[config.mk]
export PLATFORM = sky130hd
export DESIGN_NAME = rpRegs
export DESIGN_NICKNAME = d
export VERILOG_FILES = /design/src/rtl/rpPkg.sv /design/src/rtl/rpBusDecode.sv /design/src/rtl/rpof.sv /design/src/rtl/rpAddrCounter.sv /design/src/rtl/rpReadMux.sv /design/src/rtl/rpRegs.sv
export SDC_FILE = /design/constraint.sdc
export NUM_CORES = 1
export LEC_CHECK = 0
export ABC_AREA = 1
export BUFFER_PORTS_ARGS = -buffer_cell sky130_fd_sc_hd__buf_4
export CAP_MARGIN = 10
export CORE_ASPECT_RATIO = 0.7
export CORE_UTILIZATION = 49
export DETAILED_ROUTE_END_ITERATION = 7
export PLACE_DENSITY_LB_ADDON = 0.2
export SLEW_MARGIN = 20
export SYNTH_ARGS = -nofsm -noshare
export SYNTH_HDL_FRONTEND = slang
export SYNTH_SLANG_ARGS = --single-unit
[constraint.sdc]
create_clock -name clk -period 3.1 [get_ports clk]
set_input_delay 0.465 -clock clk [delete_from_list [all_inputs] [get_ports clk]]
set_output_delay 0.465 -clock clk [all_outputs]
set_load 0.05 [all_outputs]
[src/rtl/rpPkg.sv]
////////////////////////////////////////////////////////////////////////////
// RPxx register file shared definitions
////////////////////////////////////////////////////////////////////////////

package rpPkg;

   ////////////////////////////////////////////////////////////////////////////
   // Widths
   ////////////////////////////////////////////////////////////////////////////

   // Host bus data word, full KS-10 width
   typedef logic [35:0] rpData_t;

   // One drive register image
   typedef logic [15:0] rpReg_t;

   // Massbus register address
   typedef logic [4:0]  regAddr_t;

   ////////////////////////////////////////////////////////////////////////////
   // Register addresses
   ////////////////////////////////////////////////////////////////////////////

   // Desired sector and track
   localparam regAddr_t addrRPDA = 5'd5;
   // Offset
   localparam regAddr_t addrRPOF = 5'd9;
   // Desired cylinder
   localparam regAddr_t addrRPDC = 5'd10;

   ////////////////////////////////////////////////////////////////////////////
   // Field positions
   ////////////////////////////////////////////////////////////////////////////

   // RPOF single bits
   localparam logic [3:0] bitF16  = 4'd12;
   localparam logic [3:0] bitECI  = 4'd11;
   localparam logic [3:0] bitHCI  = 4'd10;
   localparam logic [3:0] bitOFD  = 4'd7;
   // RPOF head offset
   localparam logic [3:0] ofsHi   = 4'd6;
   localparam logic [3:0] ofsLo   = 4'd0;

   // RPDA track and sector
   localparam logic [3:0] trackHi = 4'd12;
   localparam logic [3:0] trackLo = 4'd8;
   localparam logic [3:0] sectHi  = 4'd5;
   localparam logic [3:0] sectLo  = 4'd0;

   // RPDC cylinder
   localparam logic [3:0] cylHi   = 4'd9;
   localparam logic [3:0] cylLo   = 4'd0;

   // Decoded bus write, at most one strobe set
   typedef struct packed {
      logic    rpofWrite;
      logic    rpdaWrite;
      logic    rpdcWrite;
      rpData_t data;
   } rpWrite_t;

endpackage

[src/rtl/rpBusDecode.sv]
////////////////////////////////////////////////////////////////////////////
// Register bus decoder
////////////////////////////////////////////////////////////////////////////

`timescale 1ns/1ps

module rpBusDecode
   import rpPkg::*;
(
   input  logic     clk,
   input  logic     rst,
   input  logic     wrStrobe,
   input  logic     rdStrobe,
   input  regAddr_t busAddr,
   input  rpData_t  busData,
   output rpWrite_t busWr,
   output logic     readSel,
   output regAddr_t readAddr,
   output logic     nxr
);

   // Address hits
   logic hitOF;
   logic hitDA;
   logic hitDC;
   logic hitAny;

   // Registered strobes and payload
   logic [2:0] wrSel;
   rpData_t    wrData;

   assign hitOF  = (busAddr == addrRPOF);
   assign hitDA  = (busAddr == addrRPDA);
   assign hitDC  = (busAddr == addrRPDC);
   assign hitAny = hitOF | hitDA | hitDC;

   // Control side, one cycle pulses
   always_ff @(posedge clk or posedge rst)
   begin
      if (rst)
      begin
         wrSel   <= '0;
         readSel <= 1'b0;
         nxr     <= 1'b0;
      end
      else
      begin
         wrSel   <= {wrStrobe & hitOF, wrStrobe & hitDA, wrStrobe & hitDC};
         // Bad addresses still complete, mux returns zero
         readSel <= rdStrobe;
         nxr     <= (wrStrobe | rdStrobe) & ~hitAny;
      end
   end

   // Data and address captured with their strobe
   always_ff @(posedge clk)
   begin
      if (wrStrobe)
         wrData <= busData;
      if (rdStrobe)
         readAddr <= busAddr;
   end

   assign busWr = '{rpofWrite: wrSel[2], rpdaWrite: wrSel[1],
                    rpdcWrite: wrSel[0], data: wrData};

   // One register written per bus cycle
   assert property (@(posedge clk) disable iff (rst)
      $onehot0({busWr.rpofWrite, busWr.rpdaWrite, busWr.rpdcWrite}));

   // Host never issues both strobes together
   assert property (@(posedge clk) disable iff (rst) !(wrStrobe && rdStrobe));

endmodule

[src/rtl/rpof.sv]
////////////////////////////////////////////////////////////////////////////
// RPOF offset register
////////////////////////////////////////////////////////////////////////////

`timescale 1ns/1ps

module rpof
   import rpPkg::*;
(
   input  logic     clk,
   input  logic     rst,
   input  logic     clr,
   input  rpWrite_t busWr,
   output rpReg_t   rpOF
);

   // Format 16 bit
   logic       ofF16;
   // Error correction inhibit
   logic       ofECI;
   // Header compare inhibit
   logic       ofHCI;
   // Offset direction
   logic       ofOFD;
   // Head offset magnitude
   logic [6:0] ofOFS;

   ////////////////////////////////////////////////////////////////////////////
   // Field flops
   ////////////////////////////////////////////////////////////////////////////

   // Fields are storage only, drive mechanics not modelled
   always_ff @(posedge clk or posedge rst)
   begin
      if (rst)
      begin
         ofF16 <= 1'b0;
         ofECI <= 1'b0;
         ofHCI <= 1'b0;
         ofOFD <= 1'b0;
         ofOFS <= '0;
      end
      else if (clr)
      begin
         // Controller clear acts like reset
         ofF16 <= 1'b0;
         ofECI <= 1'b0;
         ofHCI <= 1'b0;
         ofOFD <= 1'b0;
         ofOFS <= '0;
      end
      else if (busWr.rpofWrite)
      begin
         ofF16 <= busWr.data[bitF16];
         ofECI <= busWr.data[bitECI];
         ofHCI <= busWr.data[bitHCI];
         ofOFD <= busWr.data[bitOFD];
         ofOFS <= busWr.data[ofsHi:ofsLo];
      end
   end

   ////////////////////////////////////////////////////////////////////////////
   // Register image
   ////////////////////////////////////////////////////////////////////////////

   // Unused bits read as zero
   always_comb
   begin
      rpOF              = '0;
      rpOF[bitF16]      = ofF16;
      rpOF[bitECI]      = ofECI;
      rpOF[bitHCI]      = ofHCI;
      rpOF[bitOFD]      = ofOFD;
      rpOF[ofsHi:ofsLo] = ofOFS;
   end

endmodule

[src/rtl/rpAddrCounter.sv]
////////////////////////////////////////////////////////////////////////////
// RPDA and RPDC disk address counter
////////////////////////////////////////////////////////////////////////////

`timescale 1ns/1ps

module rpAddrCounter
   import rpPkg::*;
#(
   parameter int numSect  = 20,
   parameter int numTrack = 19,
   parameter int numCyl   = 815
)
(
   input  logic     clk,
   input  logic     rst,
   input  logic     clr,
   input  rpWrite_t busWr,
   input  logic     sectDone,
   output rpReg_t   rpDA,
   output rpReg_t   rpDC,
   output logic     aoe
);

   // Address fields
   logic [sectHi-sectLo:0]   sect;
   logic [trackHi-trackLo:0] track;
   logic [cylHi-cylLo:0]     cyl;

   // At or past the last value of each field
   logic sectWrap;
   logic trackWrap;
   logic cylWrap;

   assign sectWrap  = int'(sect)  >= numSect - 1;
   assign trackWrap = int'(track) >= numTrack - 1;
   assign cylWrap   = int'(cyl)   >= numCyl - 1;

   ////////////////////////////////////////////////////////////////////////////
   // RPDA, sector and track
   ////////////////////////////////////////////////////////////////////////////

   always_ff @(posedge clk or posedge rst)
   begin
      if (rst)
      begin
         sect  <= '0;
         track <= '0;
      end
      else if (clr)
      begin
         sect  <= '0;
         track <= '0;
      end
      else if (busWr.rpdaWrite)
      begin
         sect  <= busWr.data[sectHi:sectLo];
         track <= busWr.data[trackHi:trackLo];
      end
      else if (sectDone)
      begin
         if (!sectWrap)
            sect <= sect + 1'b1;
         else
         begin
            // Sector wraps into the track
            sect <= '0;
            if (trackWrap)
               track <= '0;
            else
               track <= track + 1'b1;
         end
      end
   end

   ////////////////////////////////////////////////////////////////////////////
   // RPDC and address overflow
   ////////////////////////////////////////////////////////////////////////////

   always_ff @(posedge clk or posedge rst)
   begin
      if (rst)
      begin
         cyl <= '0;
         aoe <= 1'b0;
      end
      else if (clr)
      begin
         cyl <= '0;
         aoe <= 1'b0;
      end
      else if (busWr.rpdcWrite)
      begin
         // New cylinder also drops the overflow
         cyl <= busWr.data[cylHi:cylLo];
         aoe <= 1'b0;
      end
      else if (sectDone && sectWrap && trackWrap)
      begin
         if (cylWrap)
         begin
            // Ran off the last cylinder
            cyl <= '0;
            aoe <= 1'b1;
         end
         else
            cyl <= cyl + 1'b1;
      end
   end

   // Images with unused bits zero
   always_comb
   begin
      rpDA                  = '0;
      rpDA[trackHi:trackLo] = track;
      rpDA[sectHi:sectLo]   = sect;
      rpDC                  = '0;
      rpDC[cylHi:cylLo]     = cyl;
   end

   // Overflow is only ever caused by a sector advance
   assert property (@(posedge clk) disable iff (rst) $rose(aoe) |-> $past(sectDone));

endmodule

[src/rtl/rpReadMux.sv]
////////////////////////////////////////////////////////////////////////////
// Register read multiplexer
////////////////////////////////////////////////////////////////////////////

`timescale 1ns/1ps

module rpReadMux
   import rpPkg::*;
(
   input  logic     clk,
   input  logic     rst,
   input  logic     readSel,
   input  regAddr_t readAddr,
   input  rpReg_t   rpOF,
   input  rpReg_t   rpDA,
   input  rpReg_t   rpDC,
   output rpReg_t   rdData,
   output logic     rdDone
);

   // Image chosen by the latched address
   rpReg_t rdImage;

   // Unknown addresses fall through to zero
   always_comb
   begin
      case (readAddr)
         addrRPOF: rdImage = rpOF;
         addrRPDA: rdImage = rpDA;
         addrRPDC: rdImage = rpDC;
         default:  rdImage = '0;
      endcase
   end

   ////////////////////////////////////////////////////////////////////////////
   // Output stage
   ////////////////////////////////////////////////////////////////////////////

   always_ff @(posedge clk or posedge rst)
   begin
      if (rst)
      begin
         rdData <= '0;
         rdDone <= 1'b0;
      end
      else
      begin
         rdDone <= readSel;
         // Data holds until the next read
         if (readSel)
            rdData <= rdImage;
      end
   end

endmodule

[src/rtl/rpRegs.sv]
////////////////////////////////////////////////////////////////////////////
// RPxx drive register file top
////////////////////////////////////////////////////////////////////////////

`timescale 1ns/1ps

module rpRegs
   import rpPkg::*;
#(
   // Geometry defaults to an RP06
   parameter int numSect  = 20,
   parameter int numTrack = 19,
   parameter int numCyl   = 815
)
(
   input  logic     clk,
   input  logic     rst,
   input  logic     clr,
   input  logic     wrStrobe,
   input  logic     rdStrobe,
   input  regAddr_t busAddr,
   input  rpData_t  busData,
   input  logic     sectDone,
   output rpReg_t   rdData,
   output logic     rdDone,
   output logic     nxr,
   output logic     aoe
);

   // Decoded bus
   rpWrite_t busWr;
   logic     readSel;
   regAddr_t readAddr;

   // Register images
   rpReg_t   rpOF;
   rpReg_t   rpDA;
   rpReg_t   rpDC;

   rpBusDecode decodeInst (
      .clk      (clk),
      .rst      (rst),
      .wrStrobe (wrStrobe),
      .rdStrobe (rdStrobe),
      .busAddr  (busAddr),
      .busData  (busData),
      .busWr    (busWr),
      .readSel  (readSel),
      .readAddr (readAddr),
      .nxr      (nxr)
   );

   rpof offsetInst (
      .clk   (clk),
      .rst   (rst),
      .clr   (clr),
      .busWr (busWr),
      .rpOF  (rpOF)
   );

   rpAddrCounter #(
      .numSect  (numSect),
      .numTrack (numTrack),
      .numCyl   (numCyl)
   ) addrInst (
      .clk      (clk),
      .rst      (rst),
      .clr      (clr),
      .busWr    (busWr),
      .sectDone (sectDone),
      .rpDA     (rpDA),
      .rpDC     (rpDC),
      .aoe      (aoe)
   );

   rpReadMux readInst (
      .clk      (clk),
      .rst      (rst),
      .readSel  (readSel),
      .readAddr (readAddr),
      .rpOF     (rpOF),
      .rpDA     (rpDA),
      .rpDC     (rpDC),
      .rdData   (rdData),
      .rdDone   (rdDone)
   );

endmodule

==> impl_metrics.ini, run 1 <==
[global_route]
grt_pass1_wl_mm = 12.4
grt_usage = 0.230
antenna_found_initial = 0
gr-total-overflow = 0
grt_max_degree = 53
first_global_vias = 2488

[timing]
setup_tns_ns = 0
slew_headroom = 0.389
maxSlewViolCount = 0
layout_min_cycle_time_ns = 1.69
finClkSkew_ns = 0.00767
max_freq_ghz = 0.592
rsz0062_at_grt = no
period_share = 0.545
layout_setup_ws_ns = 1.41
hold_viol = 0
setup_viol = 0
tightest_slew_ns = 0.915

[route]
drt-initial-drc-count = 247
routed_wl_mm = 7.71
num_vias = 2844
routedWlPerCell_um = 13.8
drcViolationCount = 0
vias_per_cell = 5.08
dr.pass1.iters = 5
ant_nets = 0

[floorplan]
io_pins = 66
die_h_um = 72.5
dieArea_um2 = 7440
die_x_um = 103
initial_utilization = 0.510
core_area_um2 = 6820
rows = 25

[finish]
diodes = 0
drive_above_1_share = 0.152
fin_nets = 513
area_growth_pct = 16.1

[critical_path]
cp_common_cell = nand2_1
crit_path_end_kind = flop
crit-reg2reg-capture = addrInst.cyl[9]
crit_fanout = 10
regToRegSetupSlack_ns = 1.41
r2r_cells = 10
worstPathArrival_ns = 1.98
crit_chain = ha_1 -> inv_1 -> nand3_1 -> nand2_1 -> nand2_4 -> nand3_4 -> nand2_2 -> inv_2 -> nand2_1 -> nand2_1
crit_type = reg -> reg
crit_slowest_cell = dfrtp_1
startpoint_type = flop
crit_required_ns = 3.39
r2r-start = addrInst.sect[0]
cpPeakStageDelay_ns = 0.44

[yosys]
synth_seq_cells = 70
synthArstFlopShare = 0.743
synth_edf_count = 18
synthCells = 416
ys_seq_area_frac = 0.529
synth_area_um2 = 3480
syn_area_per_cell_um2 = 8.36
yosysUniqueCellTypes = 34
ys.flop_type = dfrtp_1
yosysWarnings = 0

[cts]
postCtsHoldBufs = 0
clkTransAtPathRegs_ns = 0.08
cts_tree = done
cts_sinks = 70
cts_made_buffers = 9
post-cts-setup-buffers = 0
clockRootBuffer = clkbuf_8
post_cts_resized = 0
htreeDepth = 3
max-clock-path-buffers = 2
clock_latency_ns = 0.35

[power]
powerDensity_nw_per_um2 = 493
power_leakage_nw = 1.98
ir_drop_mv = 0.256

[placed_design]
dpl.hpwl_mm = 5.71
pre_cts_ws_ns = 1.45
gp_congestion = 0.858
port_buffers = 39

[run_status]
status = completed

[job]
maxCapViolCount = 0

[worst_hold_path]
holdCritPathClass = in -> async
[routing by layer]
metal / global-route usage / share of wire / up-vias
met5: 0 / 0 / -
met1: 0.363 / 0.52 / 1296
met2: 0.307 / 0.40 / 116
met3: 0.0491 / 0.072 / 8
li1: - / - / 1424
met4: 0.0810 / 0.012 / 0
[worst max-delay path, delay by kind of cell (launching register included)]
family                     cells  cell delay (ns)
buffers and inverters          2             0.27
adders and majority gates      1             0.26
and+or+nand+nor                7             0.66
DFF                            1             0.44
[cells by family after synthesis]
logic type | synth area share
AO/OA/AOI/OAI | 0.101
adder cells (fa/ha/maj) | 0.0180
other | 0.00108
flip-flops | 0.529
XOR/XNOR | 0.0227
AND/OR/NAND/NOR | 0.260
buffers and inverters | 0.0676
[worst max path at each step]
stage,startpoint,to,slack [ns]
floorplan,rst,addrInst.aoe,1.38
finish,addrInst.sect[0],addrInst.cyl[9],1.41
detailed placement,addrInst.track[0],addrInst.cyl[5],1.45
CTS,addrInst.track[0],addrInst.cyl[5],1.42
global placement,addrInst.track[0],addrInst.cyl[4],1.48
global route,addrInst.track[0],addrInst.cyl[3],1.28
[synthesized netlist by cell type (2+ instances only)]
master    instances  area share
o22ai_1           8       0.014
o21ai_0          31       0.045
nand2_2           2      0.0036
dfrtp_1          52        0.37
nor2_4            2      0.0065
nor3_1            5      0.0072
nor4_1            2      0.0036
a21oi_1           7       0.010
inv_2             4      0.0043
nand4_1           2      0.0036
clkbuf_1          2      0.0022
inv_1            46       0.050
xor2_1            6       0.015
o211ai_1          4      0.0086
edfxtp_1         18        0.16
o21bai_1          6       0.013
nand2_1         153        0.17
ha_1              5       0.018
nand3_1          26       0.037
buf_4             3      0.0065
xnor2_1           3      0.0076
nor2_1           17       0.018
[area by class of cell]
class / count / area (um^2)
fillers: 627 / 2780
flip-flops and latches: 70 / 1840
multi-input cells: 290 / 1410
repair buffers: 39 / 293
inverters: 51 / 198
clock buffers: 9 / 124
well taps: 94 / 118
clock inverters: 7 / 55.1
[stage by stage]
stage	util	power, W	hold WS [ns]	instances	area [um^2]
floorplan	-	0.00124	0.393	418	3490
global placement	0.566	0.00132	0.464	544	3860
detailed placement	0.566	0.00133	0.468	544	3860
CTS	0.592	0.00201	0.263	560	4040
global route	0.592	0.00209	0.269	560	4040
finish	0.592	0.00199	0.284	560	4040
[cells in the final DEF, fill, tap and decap left out, drive strengths merged, types with 2 or more instances in the layout]
master | Yosys | layout
a21oi | 7 | 7
buf | 5 | 39
clkbuf | 2 | 9
clkinv | 0 | 3
clkinvlp | 0 | 2
conb | 1 | 3
dfrtp | 52 | 52
edfxtp | 18 | 18
ha | 5 | 5
inv | 51 | 53
nand2 | 156 | 156
nand3 | 28 | 28
nand4 | 2 | 2
nor2 | 19 | 19
nor3 | 5 | 5
nor4 | 2 | 2
o211ai | 4 | 4
o21ai | 32 | 32
o21bai | 7 | 7
o22ai | 8 | 8
xnor2 | 3 | 3
xor2 | 6 | 6
[state kept, by name, summed over array words and instances (netlist names)]
| name | flops |
|---|---|
| offsetInst.ofF16 | 1 |
| decodeInst.nxr | 1 |
| addrInst.aoe | 1 |
| readInst.rdDone | 1 |
| offsetInst.ofOFS | 7 |
| decodeInst.readSel | 1 |
| offsetInst.ofECI | 1 |
| decodeInst.readAddr | 5 |
| addrInst.cyl | 10 |
| offsetInst.ofOFD | 1 |
| addrInst.sect | 6 |
| addrInst.track | 5 |
| offsetInst.ofHCI | 1 |
| readInst.rdData | 13 |
| decodeInst.wrData | 13 |
| decodeInst.wrSel | 3 |
[power breakdown]
group	internal (W)	switching, W
Sequential	0.00100	0.0000607
Clock	0.000298	0.000375
Combinational	0.0000956	0.000158
No activity file was read; power rests on OpenSTA's default activity.
==> run 2: changes to the inputs <==
- ABC_AREA: 1 -> 0
- clock period: 3.1 -> 1.5 ns (I/O delays scaled with it)
==> run 2 against run 1 <==
  * Critical endpoint is now addrInst.cyl[5]
  * The run now ends with negative setup slack left
  * Critical path type unchanged
  * Clock power grew to 3.3 times the previous value
  * Critical path depth is 3 lower
  * Cell count down 8.0%
  * Non-clock buffer count up 73
==> impl_metrics.ini, run 2 <==
[cts]
clockRootBuffer = clkbuf_8
cts_made_buffers = 9
cts_tree = done
htreeDepth = 3
cts_sinks = 70
max-clock-path-buffers = 2
clock_latency_ns = 0.36
clkTransAtPathRegs_ns = 0.08

[timing]
setup_tns_ns = -5.53
finClkSkew_ns = 0.00892
holdWs_ns = 0.0407
period_share = 1.24
max_freq_ghz = 0.537
maxSlewViolCount = 0
setup_viol = 27
layout_min_cycle_time_ns = 1.86
hold_viol = 0
rsz0062_at_grt = yes
layout_setup_ws_ns = -0.361

[placed_design]
port_buffers = 39
dpl.hpwl_mm = 5.86
pre_cts_ws_ns = -0.384
place_area_um2 = 4110
gp_congestion = 0.918

[global_route]
grt.met1_usage = 0.378
grt_usage = 0.265
use_met3 = 0.0937
antenna_found_initial = 0
grt_max_degree = 53
grt_pass1_wl_mm = 14.0
first_global_vias = 2643
grt_most_used_layer = met2
grt.met2_usage = 0.378
gr-total-overflow = 0

[worst_hold_path]
hold_end = decodeInst.wrData[1]
min_path_cells = 1
holdCritPathClass = in -> reg
holdCritStartpoint = busData[1]

[finish]
multi_input_area_um2 = 1690
top_regs = decodeInst.wrData x13, readInst.rdData x13, addrInst.cyl x10
diodes = 0
final_common_cell = buf_4
drive_above_1_share = 0.427
fin_nets = 471
final_cell_mix = 98 x buf_4, 52 x dfrtp_1, 26 x nor2_1, 18 x inv_1, 18 x edfxtp_1
final_area_um2 = 4910
area_growth_pct = 44.9
fill_cells = 409
ff_latch_area_um2 = 1840

[floorplan]
initial_utilization = 0.525
io_pins = 66
dieArea_um2 = 7260
die_h_um = 71.6
rows = 24
core_area_um2 = 6460
die_x_um = 101

[route]
num_vias = 3026
routed_wl_mm = 9.94
vias_per_cell = 5.88
ant_nets = 0
drcViolationCount = 0
drt-initial-drc-count = 316
routedWlPerCell_um = 19.3
dr.pass1.iters = 5

[run_status]
violations = negative setup slack
status = finished with violations

[yosys]
yosysMostFrequentCell = dfrtp_1
ys.flop_type = dfrtp_1
synth.largest_area_cell = dfrtp_1
yosysUniqueCellTypes = 59
ys_seq_area_frac = 0.543
synth_area_um2 = 3390
ys_top_cells_by_area = dfrtp_1 38%, edfxtp_1 16%, mux2i_1 3.8%, nor2_1 3.1%, a221oi_1 2.8%
syn_area_per_cell_um2 = 10.8
synthArstFlopShare = 0.743
synth_top_area_frac = 0.384
synth_seq_cells = 70
yosysWarnings = 0
synthCells = 313
synth_edf_count = 18
synthTopCellsByCount = 52 x dfrtp_1, 28 x nor2_1, 20 x inv_1

[critical_path]
crit_fanout = 6
critPathBufInv = 2
cpPeakStageDelay_ns = 0.40
crit-reg2reg-capture = addrInst.cyl[5]
crit_path_end_kind = flop
path_delay_family = compound AO/OA/AOI/OAI gates
startpoint_type = flop
crit_chain = ha_2 -> o31a_4 -> buf_4 -> o211ai_4 -> buf_6 -> nor3_1 -> a2111oi_2
regToRegSetupSlack_ns = -0.36
crit_type = reg -> reg
r2r_cells = 7
r2r-start = addrInst.sect[0]
worstPathArrival_ns = 2.11
crit_required_ns = 1.75
crit_slowest_cell = dfrtp_1

[power]
powerDensity_nw_per_um2 = 970
power_leakage_nw = 2.05
ir_drop_mv = 0.949

[job]
maxCapViolCount = 0
-- run 2: cells by family (layout without fill, tap and decap cells) --
family	after synthesis	in the layout	share of synthesized area
AND/OR/NAND/NOR	95	95	0.145
AO/OA/AOI/OAI	86	88	0.199
flip-flops	70	70	0.543
adder cells (fa/ha/maj)	5	5	0.0185
multiplexers	13	13	0.0384
XOR/XNOR	2	2	0.00517
buffers and inverters	41	148	0.0502
other	1	3	0.00111
-- run 2: what timing repair did --
item / CTS / global route
resized for setup: 12 / 51
hold endpoints to repair: 52 / 0
gates cloned: 1 / 3
setup buffers: 6 / 19
endpoints found under the setup margin: 27 / 34
hold buffers: 1 / 0
pin swaps: 14 / 29
-- run 2: through the flow --
stage               utilization  cells  total power (W)
finish                    0.761    515          0.00477
global route              0.761    515          0.00492
CTS                       0.699    493          0.00473
detailed placement        0.637    469          0.00252
global placement          0.637    469          0.00251
floorplan                     -    315          0.00234
-- run 2: routing by layer --
layer	wire, um	up-vias
met5	0	-
met4	187	0
met3	914	21
met2	4650	143
met1	4190	1475
li1	-	1387
-- run 2: worst max path at each step --
stage | startpoint | end | depth (start not counted)
6_report | addrInst.sect[0] | addrInst.cyl[5] | 7
5_1_grt | addrInst.cyl[0] | addrInst.cyl[4] | 8
4_1_cts | addrInst.sect[0] | addrInst.cyl[1] | 6
3_5_place_dp | addrInst.cyl[0] | addrInst.cyl[4] | 7
3_3_place_gp | addrInst.cyl[0] | addrInst.cyl[3] | 7
2_1_floorplan | addrInst.sect[1] | addrInst.cyl[9] | 6
-- run 2: final cells by class --
class	instances	share of cell area
Timing Repair Buffer	112	0.183
Clock buffer	9	0.0252
Multi-Input combinational cell	206	0.344
Sequential cell	70	0.375
Clock inverter	7	0.0341
Inverter	20	0.0153
Tap cell	91	0.0232
-- run 2: where the power goes --
| group | switching (W) | internal (W) |
|---|---|---|
| Combinational | 0.000286 | 0.000186 |
| Clock | 0.000754 | 0.00145 |
| Sequential | 0.0000578 | 0.00203 |
| Total | 0.00110 | 0.00367 |
